### src/source/soc_pkg.sv
// Peripheral register definitions
package soc_pkg;

    // Boot memory depth in 32-bit words
    localparam int BOOT_WORDS = 256;
    localparam int BOOT_ADR_W = $clog2(BOOT_WORDS);

    localparam int NUM_TIMERS  = 3;
    localparam int NUM_IRQ_SRC = 4;

    // Interrupt source positions
    localparam int IRQ_SRC_SOFT   = 0;
    localparam int IRQ_SRC_TIMER0 = 1;

    // Enable bit in the timer control register
    localparam int TMR_CTRL_EN = 0;

    // Timer registers on adr[3:2], timer number on adr[9:8]
    typedef enum logic [1:0] {
        TMR_LOAD  = 2'd0,
        TMR_VALUE = 2'd1,
        TMR_CTRL  = 2'd2,
        TMR_CLEAR = 2'd3
    } timer_reg_e;

    // Interrupt controller registers on adr[5:2]
    typedef enum logic [3:0] {
        IC_IRQ_STATUS  = 4'h0,
        IC_IRQ_RAW     = 4'h1,
        IC_IRQ_EN_SET  = 4'h2,
        IC_IRQ_EN_CLR  = 4'h3,
        IC_FIRQ_STATUS = 4'h4,
        IC_FIRQ_EN_SET = 4'h6,
        IC_FIRQ_EN_CLR = 4'h7,
        IC_SOFT_SET    = 4'h8,
        IC_SOFT_CLR    = 4'h9
    } ic_reg_e;

endpackage

### src/source/wb_pkg.sv
// Wishbone bus definitions
package wb_pkg;

    // Bus widths, 32-bit data only
    localparam int WB_DWIDTH = 32;
    localparam int WB_SWIDTH = 4;
    localparam int WB_AWIDTH = 32;

    // Master to slave request
    typedef struct packed {
        logic [WB_AWIDTH-1:0] adr;
        logic [WB_SWIDTH-1:0] sel;
        logic                 we;
        logic [WB_DWIDTH-1:0] dat;
        logic                 cyc;
        logic                 stb;
    } wb_req_t;

    // Slave to master response
    typedef struct packed {
        logic [WB_DWIDTH-1:0] dat;
        logic                 ack;
        logic                 err;
    } wb_rsp_t;

    typedef enum logic [1:0] {
        SLV_BOOT,
        SLV_TIMER,
        SLV_IC,
        SLV_NONE
    } slave_sel_e;

    typedef enum logic [1:0] {
        ARB_IDLE,
        ARB_M0,
        ARB_M1
    } arb_state_e;

    // Address map, compared with adr[31:24]
    localparam logic [7:0] BOOT_BASE  = 8'h00;
    localparam logic [7:0] TIMER_BASE = 8'h13;
    localparam logic [7:0] IC_BASE    = 8'h14;

endpackage
### src/source/interrupt_controller.sv
// Interrupt controller
`timescale 1ns/1ps

module interrupt_controller (
    input  logic                            i_clk,
    input  logic                            i_rst,
    input  wb_pkg::wb_req_t                 i_req,
    input  wb_pkg::slave_sel_e              i_sel,
    output wb_pkg::wb_rsp_t                 o_rsp,
    input  logic [soc_pkg::NUM_TIMERS-1:0]  i_timer_int,
    output logic                            o_irq,
    output logic                            o_firq
);

    logic [soc_pkg::NUM_IRQ_SRC-1:0] raw;
    logic [soc_pkg::NUM_IRQ_SRC-1:0] irq_en_q;
    logic [soc_pkg::NUM_IRQ_SRC-1:0] firq_en_q;
    logic [soc_pkg::NUM_IRQ_SRC-1:0] wr_bits;
    logic                            soft_q;
    soc_pkg::ic_reg_e                reg_sel;
    logic                            access;
    logic                            ack_q;
    logic [wb_pkg::WB_DWIDTH-1:0]    rd_data;
    logic [wb_pkg::WB_DWIDTH-1:0]    rdata_q;

    // Soft bit at 0, timers above it
    always_comb begin
        raw = '0;
        raw[soc_pkg::IRQ_SRC_SOFT] = soft_q;
        raw[soc_pkg::IRQ_SRC_TIMER0 +: soc_pkg::NUM_TIMERS] = i_timer_int;
    end

    assign reg_sel = soc_pkg::ic_reg_e'(i_req.adr[5:2]);
    assign access  = i_req.cyc && i_req.stb && (i_sel == wb_pkg::SLV_IC) && !ack_q;
    assign wr_bits = i_req.dat[soc_pkg::NUM_IRQ_SRC-1:0];

    // ------------------------------------------------------------------------
    // Enable masks, soft bit and outputs
    // ------------------------------------------------------------------------

    always_ff @(posedge i_clk) begin
        if (i_rst) begin
            irq_en_q  <= '0;
            firq_en_q <= '0;
            soft_q    <= 1'b0;
            ack_q     <= 1'b0;
            o_irq     <= 1'b0;
            o_firq    <= 1'b0;
        end else begin
            ack_q  <= access;
            o_irq  <= |(raw & irq_en_q);
            o_firq <= |(raw & firq_en_q);
            if (access && i_req.we) begin
                case (reg_sel)
                    soc_pkg::IC_IRQ_EN_SET:  irq_en_q  <= irq_en_q | wr_bits;
                    soc_pkg::IC_IRQ_EN_CLR:  irq_en_q  <= irq_en_q & ~wr_bits;
                    soc_pkg::IC_FIRQ_EN_SET: firq_en_q <= firq_en_q | wr_bits;
                    soc_pkg::IC_FIRQ_EN_CLR: firq_en_q <= firq_en_q & ~wr_bits;
                    soc_pkg::IC_SOFT_SET:    if (i_req.dat[0]) soft_q <= 1'b1;
                    soc_pkg::IC_SOFT_CLR:    if (i_req.dat[0]) soft_q <= 1'b0;
                    default: ;
                endcase
            end
        end
    end

    // Set registers read back the current mask
    always_comb begin
        rd_data = '0;
        case (reg_sel)
            soc_pkg::IC_IRQ_STATUS:  rd_data[soc_pkg::NUM_IRQ_SRC-1:0] = raw & irq_en_q;
            soc_pkg::IC_IRQ_RAW:     rd_data[soc_pkg::NUM_IRQ_SRC-1:0] = raw;
            soc_pkg::IC_IRQ_EN_SET:  rd_data[soc_pkg::NUM_IRQ_SRC-1:0] = irq_en_q;
            soc_pkg::IC_FIRQ_STATUS: rd_data[soc_pkg::NUM_IRQ_SRC-1:0] = raw & firq_en_q;
            soc_pkg::IC_FIRQ_EN_SET: rd_data[soc_pkg::NUM_IRQ_SRC-1:0] = firq_en_q;
            soc_pkg::IC_SOFT_SET:    rd_data[0] = soft_q;
            default: ;
        endcase
    end

    always_ff @(posedge i_clk) begin
        if (access) begin
            rdata_q <= rd_data;
        end
    end

    assign o_rsp.dat = rdata_q;
    assign o_rsp.ack = ack_q;
    assign o_rsp.err = 1'b0;

endmodule

### config.mk
export PLATFORM = sky130hd
export DESIGN_NAME = interrupt_controller
export DESIGN_NICKNAME = d
export VERILOG_FILES = /design/src/source/soc_pkg.sv /design/src/source/wb_pkg.sv /design/src/source/interrupt_controller.sv
export SDC_FILE = /design/constraint.sdc
export NUM_CORES = 1
export LEC_CHECK = 0
export ABC_AREA = 1
export BUFFER_PORTS_ARGS = -buffer_cell sky130_fd_sc_hd__buf_4
export CAP_MARGIN = 15
export CORE_AREA = 2 2 61 63
export DETAILED_ROUTE_END_ITERATION = 8
export DIE_AREA = 0 0 63 65
export PLACE_DENSITY = 0.77
export REMOVE_ABC_BUFFERS = 1
export SLEW_MARGIN = 15
export SYNTH_ARGS = -nofsm -noshare
export SYNTH_HDL_FRONTEND = slang
export SYNTH_SLANG_ARGS = --single-unit
### constraint.sdc
create_clock -name i_clk -period 1.54 [get_ports i_clk]
set_clock_uncertainty 0.2 [all_clocks]
set_input_delay 0.231 -clock i_clk [delete_from_list [all_inputs] [get_ports i_clk]]
set_output_delay 0.231 -clock i_clk [all_outputs]
set_load 0.01 [all_outputs]
Word-level counts from Yosys, hierarchy flattened
Cells that the tools add are included.
W data, S select, Z words.
{"block": "totals", "register_bits": 16}
{"block": "op_classes", "n_eq_ne": 11, "muxes": 7, "bitwise": 7, "reduce_logical": 15}
{"op": "$and A4 B4 Y4", "n": 4}
{"op": "$pmux W4 S2", "n": 2}
{"op": "$pmux W3 S5", "n": 1}
{"op": "$eq A4 B3 Y1 const B", "n": 3}
{"op": "$eq A4 B2 Y1 const B", "n": 2}
{"op": "$eq A4 B4 Y1 const B", "n": 2}
{"op": "$or A4 B4 Y4", "n": 2}
{"op": "$reduce_or A4 Y1", "n": 2}
{"op": "$reduce_bool A2 Y1", "n": 3}
{"op": "$pmux W1 S5", "n": 1}
{"op": "$eq A4 B1 Y1 const B", "n": 1}
{"op": "$logic_and A1 B1 Y1", "n": 4}
{"op": "$logic_not A4 Y1", "n": 1}
{"op": "$ne A2 B2 Y1 const B", "n": 2}
{"op": "$not A4 Y4", "n": 1}
{"op": "$reduce_and A2 Y1", "n": 2}
{"op": "$reduce_and A4 Y1", "n": 1}
{"op": "$eq A2 B2 Y1 const B", "n": 1}
{"op": "$mux W1", "n": 2}
{"op": "$pmux W1 S2", "n": 1}
{"op": "$reduce_or A2 Y1", "n": 1}
{"op": "$logic_not A1 Y1", "n": 1}

Longest topological paths before layout
Gate-level depths: netlist of the first run.
{"block": "logic_depth", "word_depth": 5, "mapped_depth": 8}

Worst setup path before layout of the first run
No wires, ideal clock.
{"block": "synth_path", "kind": "reg2reg", "startpoint": "register ack_q", "endpoint": "register (tool-made name)", "setup_time_ps": 64, "arrival_ps": 939, "required_ps": 1276, "setup_slack_ps": 337, "path_stages_with_launch": 9, "period_less_slack_ps": 1203, "path_cell_list": "dfxtp_1 -> inv_1 -> nand2_1 -> nor2_1 -> buf_4 -> nand4_1 -> nand2_1 -> inv_1 -> nor2_1"}
{"element": "start: declaration", "line_no": "interrupt_controller.sv:22", "source": "logic ack_q;"}
{"element": "start signal: assignment", "line_no": "interrupt_controller.sv:50", "source": "ack_q <= access;"}

Worst setup path after layout of the first run
{"block": "layout_path", "startpoint": "input port i_sel[1]", "endpoint": "register rdata_q[3] in the netlist's numbering, enable pin"}
{"block": "layout_between", "elab_chain_len": 3}
{"element": "start: declaration", "line_no": "interrupt_controller.sv:8", "source": "input wb_pkg::slave_sel_e i_sel,"}
{"element": "$eq A2 B2 Y1", "line_no": "interrupt_controller.sv:34", "source": "assign access = i_req.cyc && i_req.stb && (i_sel == wb_pkg::SLV_IC) && !ack_q;"}
{"element": "$logic_and A1 B1 Y1 (2 in series)", "line_no": "interrupt_controller.sv:34"}
{"element": "end signal: assignment", "line_no": "interrupt_controller.sv:83", "source": "rdata_q <= rd_data;"}
{"element": "end: declaration", "line_no": "interrupt_controller.sv:24", "source": "logic [wb_pkg::WB_DWIDTH-1:0] rdata_q;"}
Every way passes these cells.
A chain may end at the register's enable or synchronous reset.

==> key figures, run 1 <==
Status
  • Status: completed

Worst setup path
  • CP most frequent cell: buf_4
  • Sum of buffers and inverters on the critical path: 4
  • CP peak stage delay: 530 ps
  • WP data arrival: 1320 ps
  • Slowest CP cell: dlygate4sd3_1
  • Type of destination of the critical path: flip-flop
  • Reg2reg setup slack: 230 ps
  • Worst path top cell family by delay: buffers and inverters
  • Worst Reg-to-Reg Cells: 5
  • Worst r2r src: ack_q$_SDFF_PP0_
  • R2r endpoint: rdata_q[3]$_DFFE_PN_
  • Kind of critical path: in -> reg
  • CP required: 1370 ps
  • CP Max Fanout: 7
  • CP Cell Sequence: dlygate4sd3_1 -> buf_4 -> nand2_1 -> nor2_2 -> buf_6 -> buf_4
  • Crit start category: input port

Global routing
  • First-pass GRT wire length: 4029 µm
  • Initial antenna violation count: 0
  • Vias in the first global route: between 900 and 1000
  • GRT Total Usage: 12.52%
  • Largest net degree at the start of global routing: 16
  • GR Overflow Total: 0

Timing
  • Final max-slew violation count: 0
  • Final TNS setup: 0 ps
  • Fmax: 668.8 MHz
  • WHS: 19.29 ps
  • Final worst path period need: 1495 ps
  • # setup viols final: 0
  • Period utilization: 97.10%
  • Final hold viol count: 0

CTS
  • Total CTS buffers: 3
  • Skew-Pair Late Insertion Delay: 300 ps
  • CTS tree: built
  • CTS Sinks: 16
  • Root Buffer Master: clkbuf_4
  • Max Root-Sink Buffers: 2
  • H-tree depth: 1
  • Clock Pin Slew Worst Setup and Hold Paths: roughly 110 ps

Logic synthesis
  • Post-synthesis cell count: 176
  • Post-synthesis xor/xnor area fraction: 0%
  • Syn avg cell area: about 6.8 µm²
  • Main synth FF type: dfxtp_1
  • Largest family of logic cells by synthesized area: simple AND/OR/NAND/NOR gates
  • Post-Synth Adder-Cell Area: 0%
  • Synth Cell Area: 1195 µm²
  • Synth top cells by count: 36 x nand2_1, 31 x buf_4, 24 x inv_1
  • Sequential area share after synthesis: just over 30%
  • Multiplexer share of the synthesized area: 0%
  • EDFF count, synth: 4
  • Synth Area in Compound Gates: under 10%
  • Simple-gate portion of the synthesized area: 33.09%
  • Synth warn: 0
  • Synth top area share: ~20%
  • Top post-synthesis cells by area: dfxtp_1 20%, buf_4 19%, nand2_1 11%
  • Ys async rst share: 0%
  • Yosys cell types: 25
  • Most common cell in the netlist: nand2_1
  • Synth Register Bits: 16
  • Post-synth top area cell: dfxtp_1

Die
  • Die width: 63 µm
  • Ports: ~110
  • Rows: 22
  • Die Height: 65 µm
  • Initial Utilization: about a third
  • Die ar.: 4095 µm²
  • Placeable Area: 3496 µm²

Final layout
  • Final core occ: 40.52%
  • ANT cells: 0
  • Layout cell share with drive strength beyond 1: 22.12%
  • Layout area overhead: 18.53%
  • Nets: 287

Power
  • Tot Pwr: 0.8417 mW
  • Worst vdd ir: 0.2281 mV
  • Leakage Power: between 0.6 and 0.7 nW
  • PD cells: 594.3 nW/µm²

Routing
  • Antenna Nets Post-Route: 0
  • DR iter-0 viols: 19
  • Via count: 1108
  • Avg Vias per Cell: 4.328
  • Final WL: 2518 µm
  • DRC errors left: 0
  • Avg WL per Cell: 9.836 µm
  • First-pass iteration count of the detailed router: 4

Place
  • Detailed-placement wirelength estimate: 1868 µm
  • Gpl congestion: 0.8043
  • Port-buffer cells: 24

Flow run
  • Max_cap viols: 0

Hold path
  • Hold Path Stages: 4
  • HP Start: i_req[5]
  • Worst Hold Class: in -> reg
## worst max path at each step
stage | start | end | slack, ps | depth (start not counted)
after floorplan | ack_q$_SDFF_PP0_ | flip-flop | -8 | 7
after global placement | i_req[44] | flip-flop | 150 | 9
after detailed placement | i_req[44] | flip-flop | 140 | 9
after CTS | i_sel[1] | flip-flop | 30 | 9
after global routing | i_sel[1] | flip-flop | -3 | 9
final | i_sel[1] | rdata_q[3]$_DFFE_PN_ | 40 | 6
## cells by family (layout without fill, tap and decap cells)
kind of cell           Yosys count  after routing
buffers and inverters           63             67
AND/OR/NAND/NOR                 84             84
other                            1             29
AO/OA/AOI/OAI                   12             12
flip-flops                      16             16
## stage by stage
step	area, µm²	worst slack (ps)	cells
after floorplan	1059	-7.609	171
after global placement	1314	153.0	245
after detailed placement	1314	142.8	245
after CTS	1370	30.81	252
after global routing	1416	-3.236	256
final	1416	44.70	256
## routing by layer
metal / global-route usage, % / vias to the layer above / share of wire, %
met3: 2.431 / 4 / 8.5
li1: - / 570 / -
met4: 6.667 / 0 / 1.4
met5: 0 / - / 0
met2: 22.87 / 51 / 48
met1: 13.63 / 483 / 42
## tightest hold or removal path, stage by stage
cell and delay (ps):
buf_4 100, nand3_1 70, nand2_1 60, nor2_1 30
## power by group
group	switching, mW	internal [mW]	leakage (nW)
logic	0.106	0.0583	0.498
clock network	0.150	0.0946	0.0154
registers	0.00108	0.432	0.135
## area by class of cell
type | count | area [µm²]
repair buffers | 33 | 259.0
multi-input cells | 125 | 598.1
clock inverters | 1 | 3.754
well taps | 48 | 60.06
clock buffers | 3 | 22.52
flip-flops and latches | 16 | 360.3
fillers | 377 | 2079
inverters | 30 | 112.6
## placed cells by master, fill, tap and decap left out
cell,Yosys,layout
o22ai_1,3,3
conb_1,1,29
clkbuf_4,0,3
o21ai_0,2,2
nand3_2,0,1
nor2_2,1,1
dfxtp_1,12,12
nor3_1,4,4
o221ai_1,1,1
clkinv_1,1,2
nand2_2,2,2
a21oi_1,1,1
edfxtp_1,4,4
nor4_1,1,1
nand3_1,12,11
a31oi_1,1,1
a41oi_1,2,2
dlygate4sd3_1,0,3
nand2_1,36,36
nor2_4,3,4
nand4_1,11,11
nor2_1,14,13
buf_6,0,1
inv_1,24,24
inv_2,5,5
buf_4,31,29
a22oi_1,2,2
## timing repair
action / CTS / global route
setup buffers: 0 / 3
resized for setup: 0 / 5
hold buffers: 3 / 0
endpoints found under the setup margin: 0 / 9
hold endpoints to repair: 3 / 0
(Power assumes the default switching activity.)
==> run 2: changes to the inputs <==
Settings changed: PLACE_DENSITY 0.77 to unset, PLACE_DENSITY_LB_ADDON set to 0.2.
==> run 2 against run 1 <==
Compared with the run above:
- critical path depth is the same
- die area unchanged
- first-iteration DRC count rose by 95%
- worst hold slack gained 12 ps
- via count decreased by 2.1%
- register-to-register slack about the same
- total power is 1.2% lower
- sequential share of layout area is 0.23 points higher
- utilization decreased by 0.36 points
==> key figures, run 2 (synthesis results as in run 1) <==
Timing
  • Final hold viol count: 0
  • Unrepaired setup endpoints after global routing: no
  • Final worst path period need: 1508 ps
  • Fmax: 663.0 MHz
  • Final max-slew violation count: 0
  • Setup ws final: ~32 ps
  • WHS: 31.21 ps
  • # setup viols final: 0
  • Period utilization: 97.94%

Worst setup path
  • CP peak stage delay: 560 ps
  • Crit start category: input port
  • CP Cell Sequence: buf_4 -> dlygate4sd3_1 -> nand2_2 -> nor2_4 -> buf_6 -> buf_4
  • Worst Reg-to-Reg Cells: 5
  • Type of destination of the critical path: flip-flop
  • Worst r2r src: ack_q$_SDFF_PP0_
  • Reg2reg setup slack: roughly 230 ps
  • CP required: ~1400 ps
  • Kind of critical path: in -> reg
  • R2r endpoint: rdata_q[0]$_DFFE_PN_
  • CP Max Fanout: 6
  • WP data arrival: between 1000 and 1500 ps
  • CP most frequent cell: buf_4
  • Slowest CP cell: dlygate4sd3_1

CTS
  • CTS Sinks: 16
  • H-tree depth: 1
  • Clock Pin Slew Worst Setup and Hold Paths: roughly 100 ps
  • Root Buffer Master: clkbuf_4
  • Skew-Pair Late Insertion Delay: 290 ps
  • Max Root-Sink Buffers: 2
  • CTS tree: built
  • Total CTS buffers: 3

Hold path
  • HP Start: i_req[4]
  • Worst Hold Class: in -> reg
  • Hold Path Stages: 4

Final layout
  • Most frequent cells in the layout: 35 x nand2_1, 29 x conb_1, 27 x buf_4
  • Nets: 286
  • Non-Filler Instances: 255
  • Layout area overhead: 17.49%
  • Final core occ: between 40% and 50%
  • Layout cell share with drive strength beyond 1: 21.74%
  • Most common cell after layout, fill and taps aside: nand2_1
  • ANT cells: 0

Global routing
  • Largest net degree at the start of global routing: 16
  • Met2 Track Usage GR: 23.01%
  • First-pass GRT wire length: 4257 µm
  • Global routing usage on met3: 3.646%
  • Met1 usage: 15.50%
  • Vias in the first global route: approximately 1000
  • GR peak layer: met2
  • GR Overflow Total: 0
  • GRT Total Usage: 13.21%
  • Initial antenna violation count: 0

Flow run
  • Max_cap viols: 0

Die
  • Ports: 114
  • Rows: 22
  • Die Height: 65 µm
  • Initial Utilization: between 30% and 40%
  • Die width: 63 µm
  • Die ar.: 4095 µm²
  • Placeable Area: roughly 3500 µm²

Power
  • Tot Pwr: 0.8319 mW
  • PD cells: roughly 590 nW/µm²
  • Worst vdd ir: between 0.2 and 0.3 mV
  • Leakage Power: 0.6427 nW

Routing
  • Avg WL per Cell: 9.929 µm
  • Final WL: 2532 µm
  • DRC errors left: 0
  • First-pass iteration count of the detailed router: 4
  • Via count: 1085
  • Antenna Nets Post-Route: 0
  • Avg Vias per Cell: roughly 4.3
  • DR iter-0 viols: 37

Place
  • Post-Place Cells: 246
  • Dpl ws: 140.7 ps
  • Detailed-placement wirelength estimate: 1980 µm
  • Gpl congestion: 0.7614
  • Port-buffer cells: 24

Status
  • Status: completed
## run 2: worst max-delay path: cells and delay by family
| kind | cells | cell delay (ps) |
|---|---|---|
| buf+inv | 4 | 920 |
| simple gates | 2 | 190 |
## run 2: area by class of cell
type / instances / area [µm²]
Fill cell: 389 / 2092
Multi-Input combinational cell: 125 / 595.6
Sequential cell: 16 / 360.3
Timing Repair Buffer: 32 / 249.0
Inverter: 30 / 112.6
Tap cell: 48 / 60.06
Clock buffer: 3 / 22.52
Clock inverter: 1 / 3.754
## run 2: how the worst max path moves through the flow
stage          cells after the start        startpoint                    to
6_report                           6          i_sel[1]  rdata_q[0]$_DFFE_PN_
5_1_grt                            6          i_sel[1]  rdata_q[0]$_DFFE_PN_
4_1_cts                            9          i_sel[1]             flip-flop
3_5_place_dp                       6         i_req[44]  rdata_q[3]$_DFFE_PN_
3_3_place_gp                       9         i_req[44]             flip-flop
2_1_floorplan                      7  ack_q$_SDFF_PP0_             flip-flop
## run 2: power by group
| group | switching (mW) | internal, mW |
|---|---|---|
| combinational | 0.106 | 0.0580 |
| sequential | 0.00106 | 0.432 |
| clock | 0.141 | 0.0942 |
## run 2: layer usage
metal | wire, µm | vias up | part of all wire (%)
met5 | 0 | - | 0
met4 | 13 | 0 | 0.51
met3 | 210 | 2 | 8.3
met2 | 1172 | 57 | 46
met1 | 1136 | 456 | 45
li1 | - | 570 | -
## run 2: repair_timing
action,4_1_cts,5_1_grt
hold buffers,3,0
hold endpoints to repair,3,0
setup buffers,0,1
resized for setup,0,4
endpoints found under the setup margin,0,9
## run 2: per-stage QoR
step	area [µm²]	TNS, ps
finish	1404	0
global placement	1321	0
global route	1404	0
CTS	1378	0
floorplan	1059	-60.87
detailed placement	1321	0
==> run 3: changes to the inputs <==
Settings changed: CAP_MARGIN 15 to 10, REMOVE_ABC_BUFFERS 1 to unset, SKIP_LAST_GASP set to 1.
==> run 3 against run 2 <==
Compared with the run above:
- sequential power is essentially flat
- die area is the same
- final area is 2.1% lower
- flip-flop and latch count unchanged
- critical path depth did not move
- non-clock buffer count down 3
- maximum frequency up 13%
- worst hold slack lost 24 ps
- utilization is 0.82 points lower
- final cell count is 1.2% lower
- sequential share of layout area up 0.54 points
==> key figures, run 3 (synthesis results as in run 1) <==
Routing
  • First-pass iteration count of the detailed router: 4
  • Antenna Nets Post-Route: 0
  • DRC errors left: 0
  • Final WL: about 2500 µm
  • Via count: about 1100
  • Avg WL per Cell: 10.03 µm
  • Avg Vias per Cell: between 4 and 5
  • DR iter-0 viols: 48

Worst setup path
  • Reg2reg setup slack: around 210 ps
  • WP data arrival: 1330 ps
  • Sum of buffers and inverters on the critical path: 0
  • Crit start category: flip-flop
  • CP Cell Sequence: nor2_1 -> nand3_1 -> nor2_2 -> nand3_1 -> nand2_1 -> nor2_1
  • CP required: between 1500 and 2000 ps
  • Worst r2r src: ack_q$_SDFF_PP0_
  • CP Max Fanout: 4
  • CP peak stage delay: 350 ps
  • Kind of critical path: reg -> reg
  • Type of destination of the critical path: flip-flop
  • Slowest CP cell: dfxtp_1
  • Worst Reg-to-Reg Cells: 6
  • Worst path top cell family by delay: simple AND/OR/NAND/NOR gates

CTS
  • Root Buffer Master: clkbuf_4
  • H-tree depth: 1
  • Skew-Pair Late Insertion Delay: 290 ps
  • Clock Pin Slew Worst Setup and Hold Paths: around 110 ps
  • CTS Sinks: 16
  • Max Root-Sink Buffers: 2
  • Total CTS buffers: 3
  • CTS tree: built

Global routing
  • Largest net degree at the start of global routing: 16
  • GR peak layer: met2
  • Met1 usage: 16.08%
  • GR Overflow Total: 0
  • Global routing usage on met3: 2.778%
  • Met2 Track Usage GR: 20.74%
  • Vias in the first global route: 929
  • First-pass GRT wire length: 4043 µm
  • Initial antenna violation count: 0
  • GRT Total Usage: roughly 13%

Power
  • PD cells: between 600 and 700 nW/µm²
  • Tot Pwr: 0.8822 mW
  • Combinational power share: 17.9%
  • P_sw: 0.2531 mW
  • Worst vdd ir: 0.2151 mV
  • Sequential Power Share: 49.1%
  • Leakage Power: 0.6363 nW
  • Cell internal pwr: 0.6291 mW
  • Clock share of power: 33.0%
  • Sw frac: 28.69%

Die
  • Die width: roughly 63 µm
  • Placeable Area: between 3000 and 4000 µm²
  • Rows: 22
  • Die Height: 65 µm
  • Initial Utilization: between 30% and 40%
  • Die ar.: 4095 µm²
  • Ports: 114

Timing
  • Final TNS setup: 0 ps
  • Final max-slew violation count: 0
  • Unrepaired setup endpoints after global routing: no
  • Fmax: 749.2 MHz
  • # setup viols final: 0
  • Final hold viol count: 0
  • Period utilization: ~87%
  • Final worst path period need: 1335 ps

Final layout
  • Layout cell share with drive strength beyond 1: 21.08%
  • Most common cell after layout, fill and taps aside: nand2_1
  • Multi-input gate area: 585.6 µm²
  • Most frequent cells in the layout: 36 x nand2_1, 29 x conb_1, 28 x buf_4
  • Reg area: 360.3 µm²
  • Nets: 283
  • Final-layout fill cell count: 392
  • Non-Filler Instances: 252
  • ANT cells: 0
  • Layout area overhead: 15.08%

Status
  • Status: completed

Flow run
  • Max_cap viols: 0

Place
  • Gpl congestion: 0.8095
  • Detailed-placement wirelength estimate: 1948 µm
  • Port-buffer cells: 24
  • Post-Place Cells: 247

Hold path
  • Hold Path Stages: 3
  • WHS Endpoint: ack_q$_SDFF_PP0_
  • Worst Hold Class: in -> reg
  • HP Start: i_sel[1]
## run 3: worst max-delay path by stage
stage | from | to | slack (ps) | cells past startpoint
floorplan | ack_q$_SDFF_PP0_ | flip-flop | 340 | 8
global placement | i_req[44] | flip-flop | 150 | 9
detailed placement | i_req[44] | rdata_q[3]$_DFFE_PN_ | 160 | 6
CTS | ack_q$_SDFF_PP0_ | flip-flop | 210 | 6
global route | ack_q$_SDFF_PP0_ | flip-flop | 50 | 8
finish | ack_q$_SDFF_PP0_ | flip-flop | 210 | 6
## run 3: metal layers
| layer | up-vias | part of all wire, % |
|---|---|---|
| met5 | - | 0 |
| met4 | 0 | 0.79 |
| met3 | 2 | 7.5 |
| met2 | 43 | 45 |
| met1 | 473 | 47 |
| li1 | 564 | - |
## run 3: worst register-to-register path, cell delays in order (launching register included)
cell and delay (ps):
dfxtp_1 350, nor2_1 100, nand3_1 160, nor2_2 220, nand3_1 100, nand2_1 70
nor2_1 40
## run 3: final cells by class
class | instances | share of cell area [%]
tap | 48 | 4.368
sequential | 16 | 26.21
clock buffer | 4 | 2.639
timing repair buffer | 29 | 16.01
multi-input combinational | 125 | 42.58
inverter | 30 | 8.189
## run 3: what timing repair did
action,CTS,global route
gates resized for setup,0,0
buffers inserted,0,0
endpoints found under the hold margin,3,0
hold buffers,1,0
## run 3: through the flow
step	instance area, µm²	hold slack [ps]	util, %	setup slack (ps)
after global placement	1329	244.4	38.01	148.2
after floorplan	1300	103.4	-	337.1
after detailed placement	1329	242.1	38.01	162.6
after CTS	1375	2.449	39.33	211.5
after global routing	1375	3.767	39.33	50.57
final	1375	7.158	39.33	205.3
## run 3: power groups by stage
stage	Combinational, mW	Sequential [mW]	Clock [mW]
floorplan	0.140	0.443	0
CTS	0.155	0.433	0.294
global route	0.174	0.433	0.316
finish	0.158	0.433	0.291
global placement	0.154	0.443	0
detailed placement	0.153	0.443	0
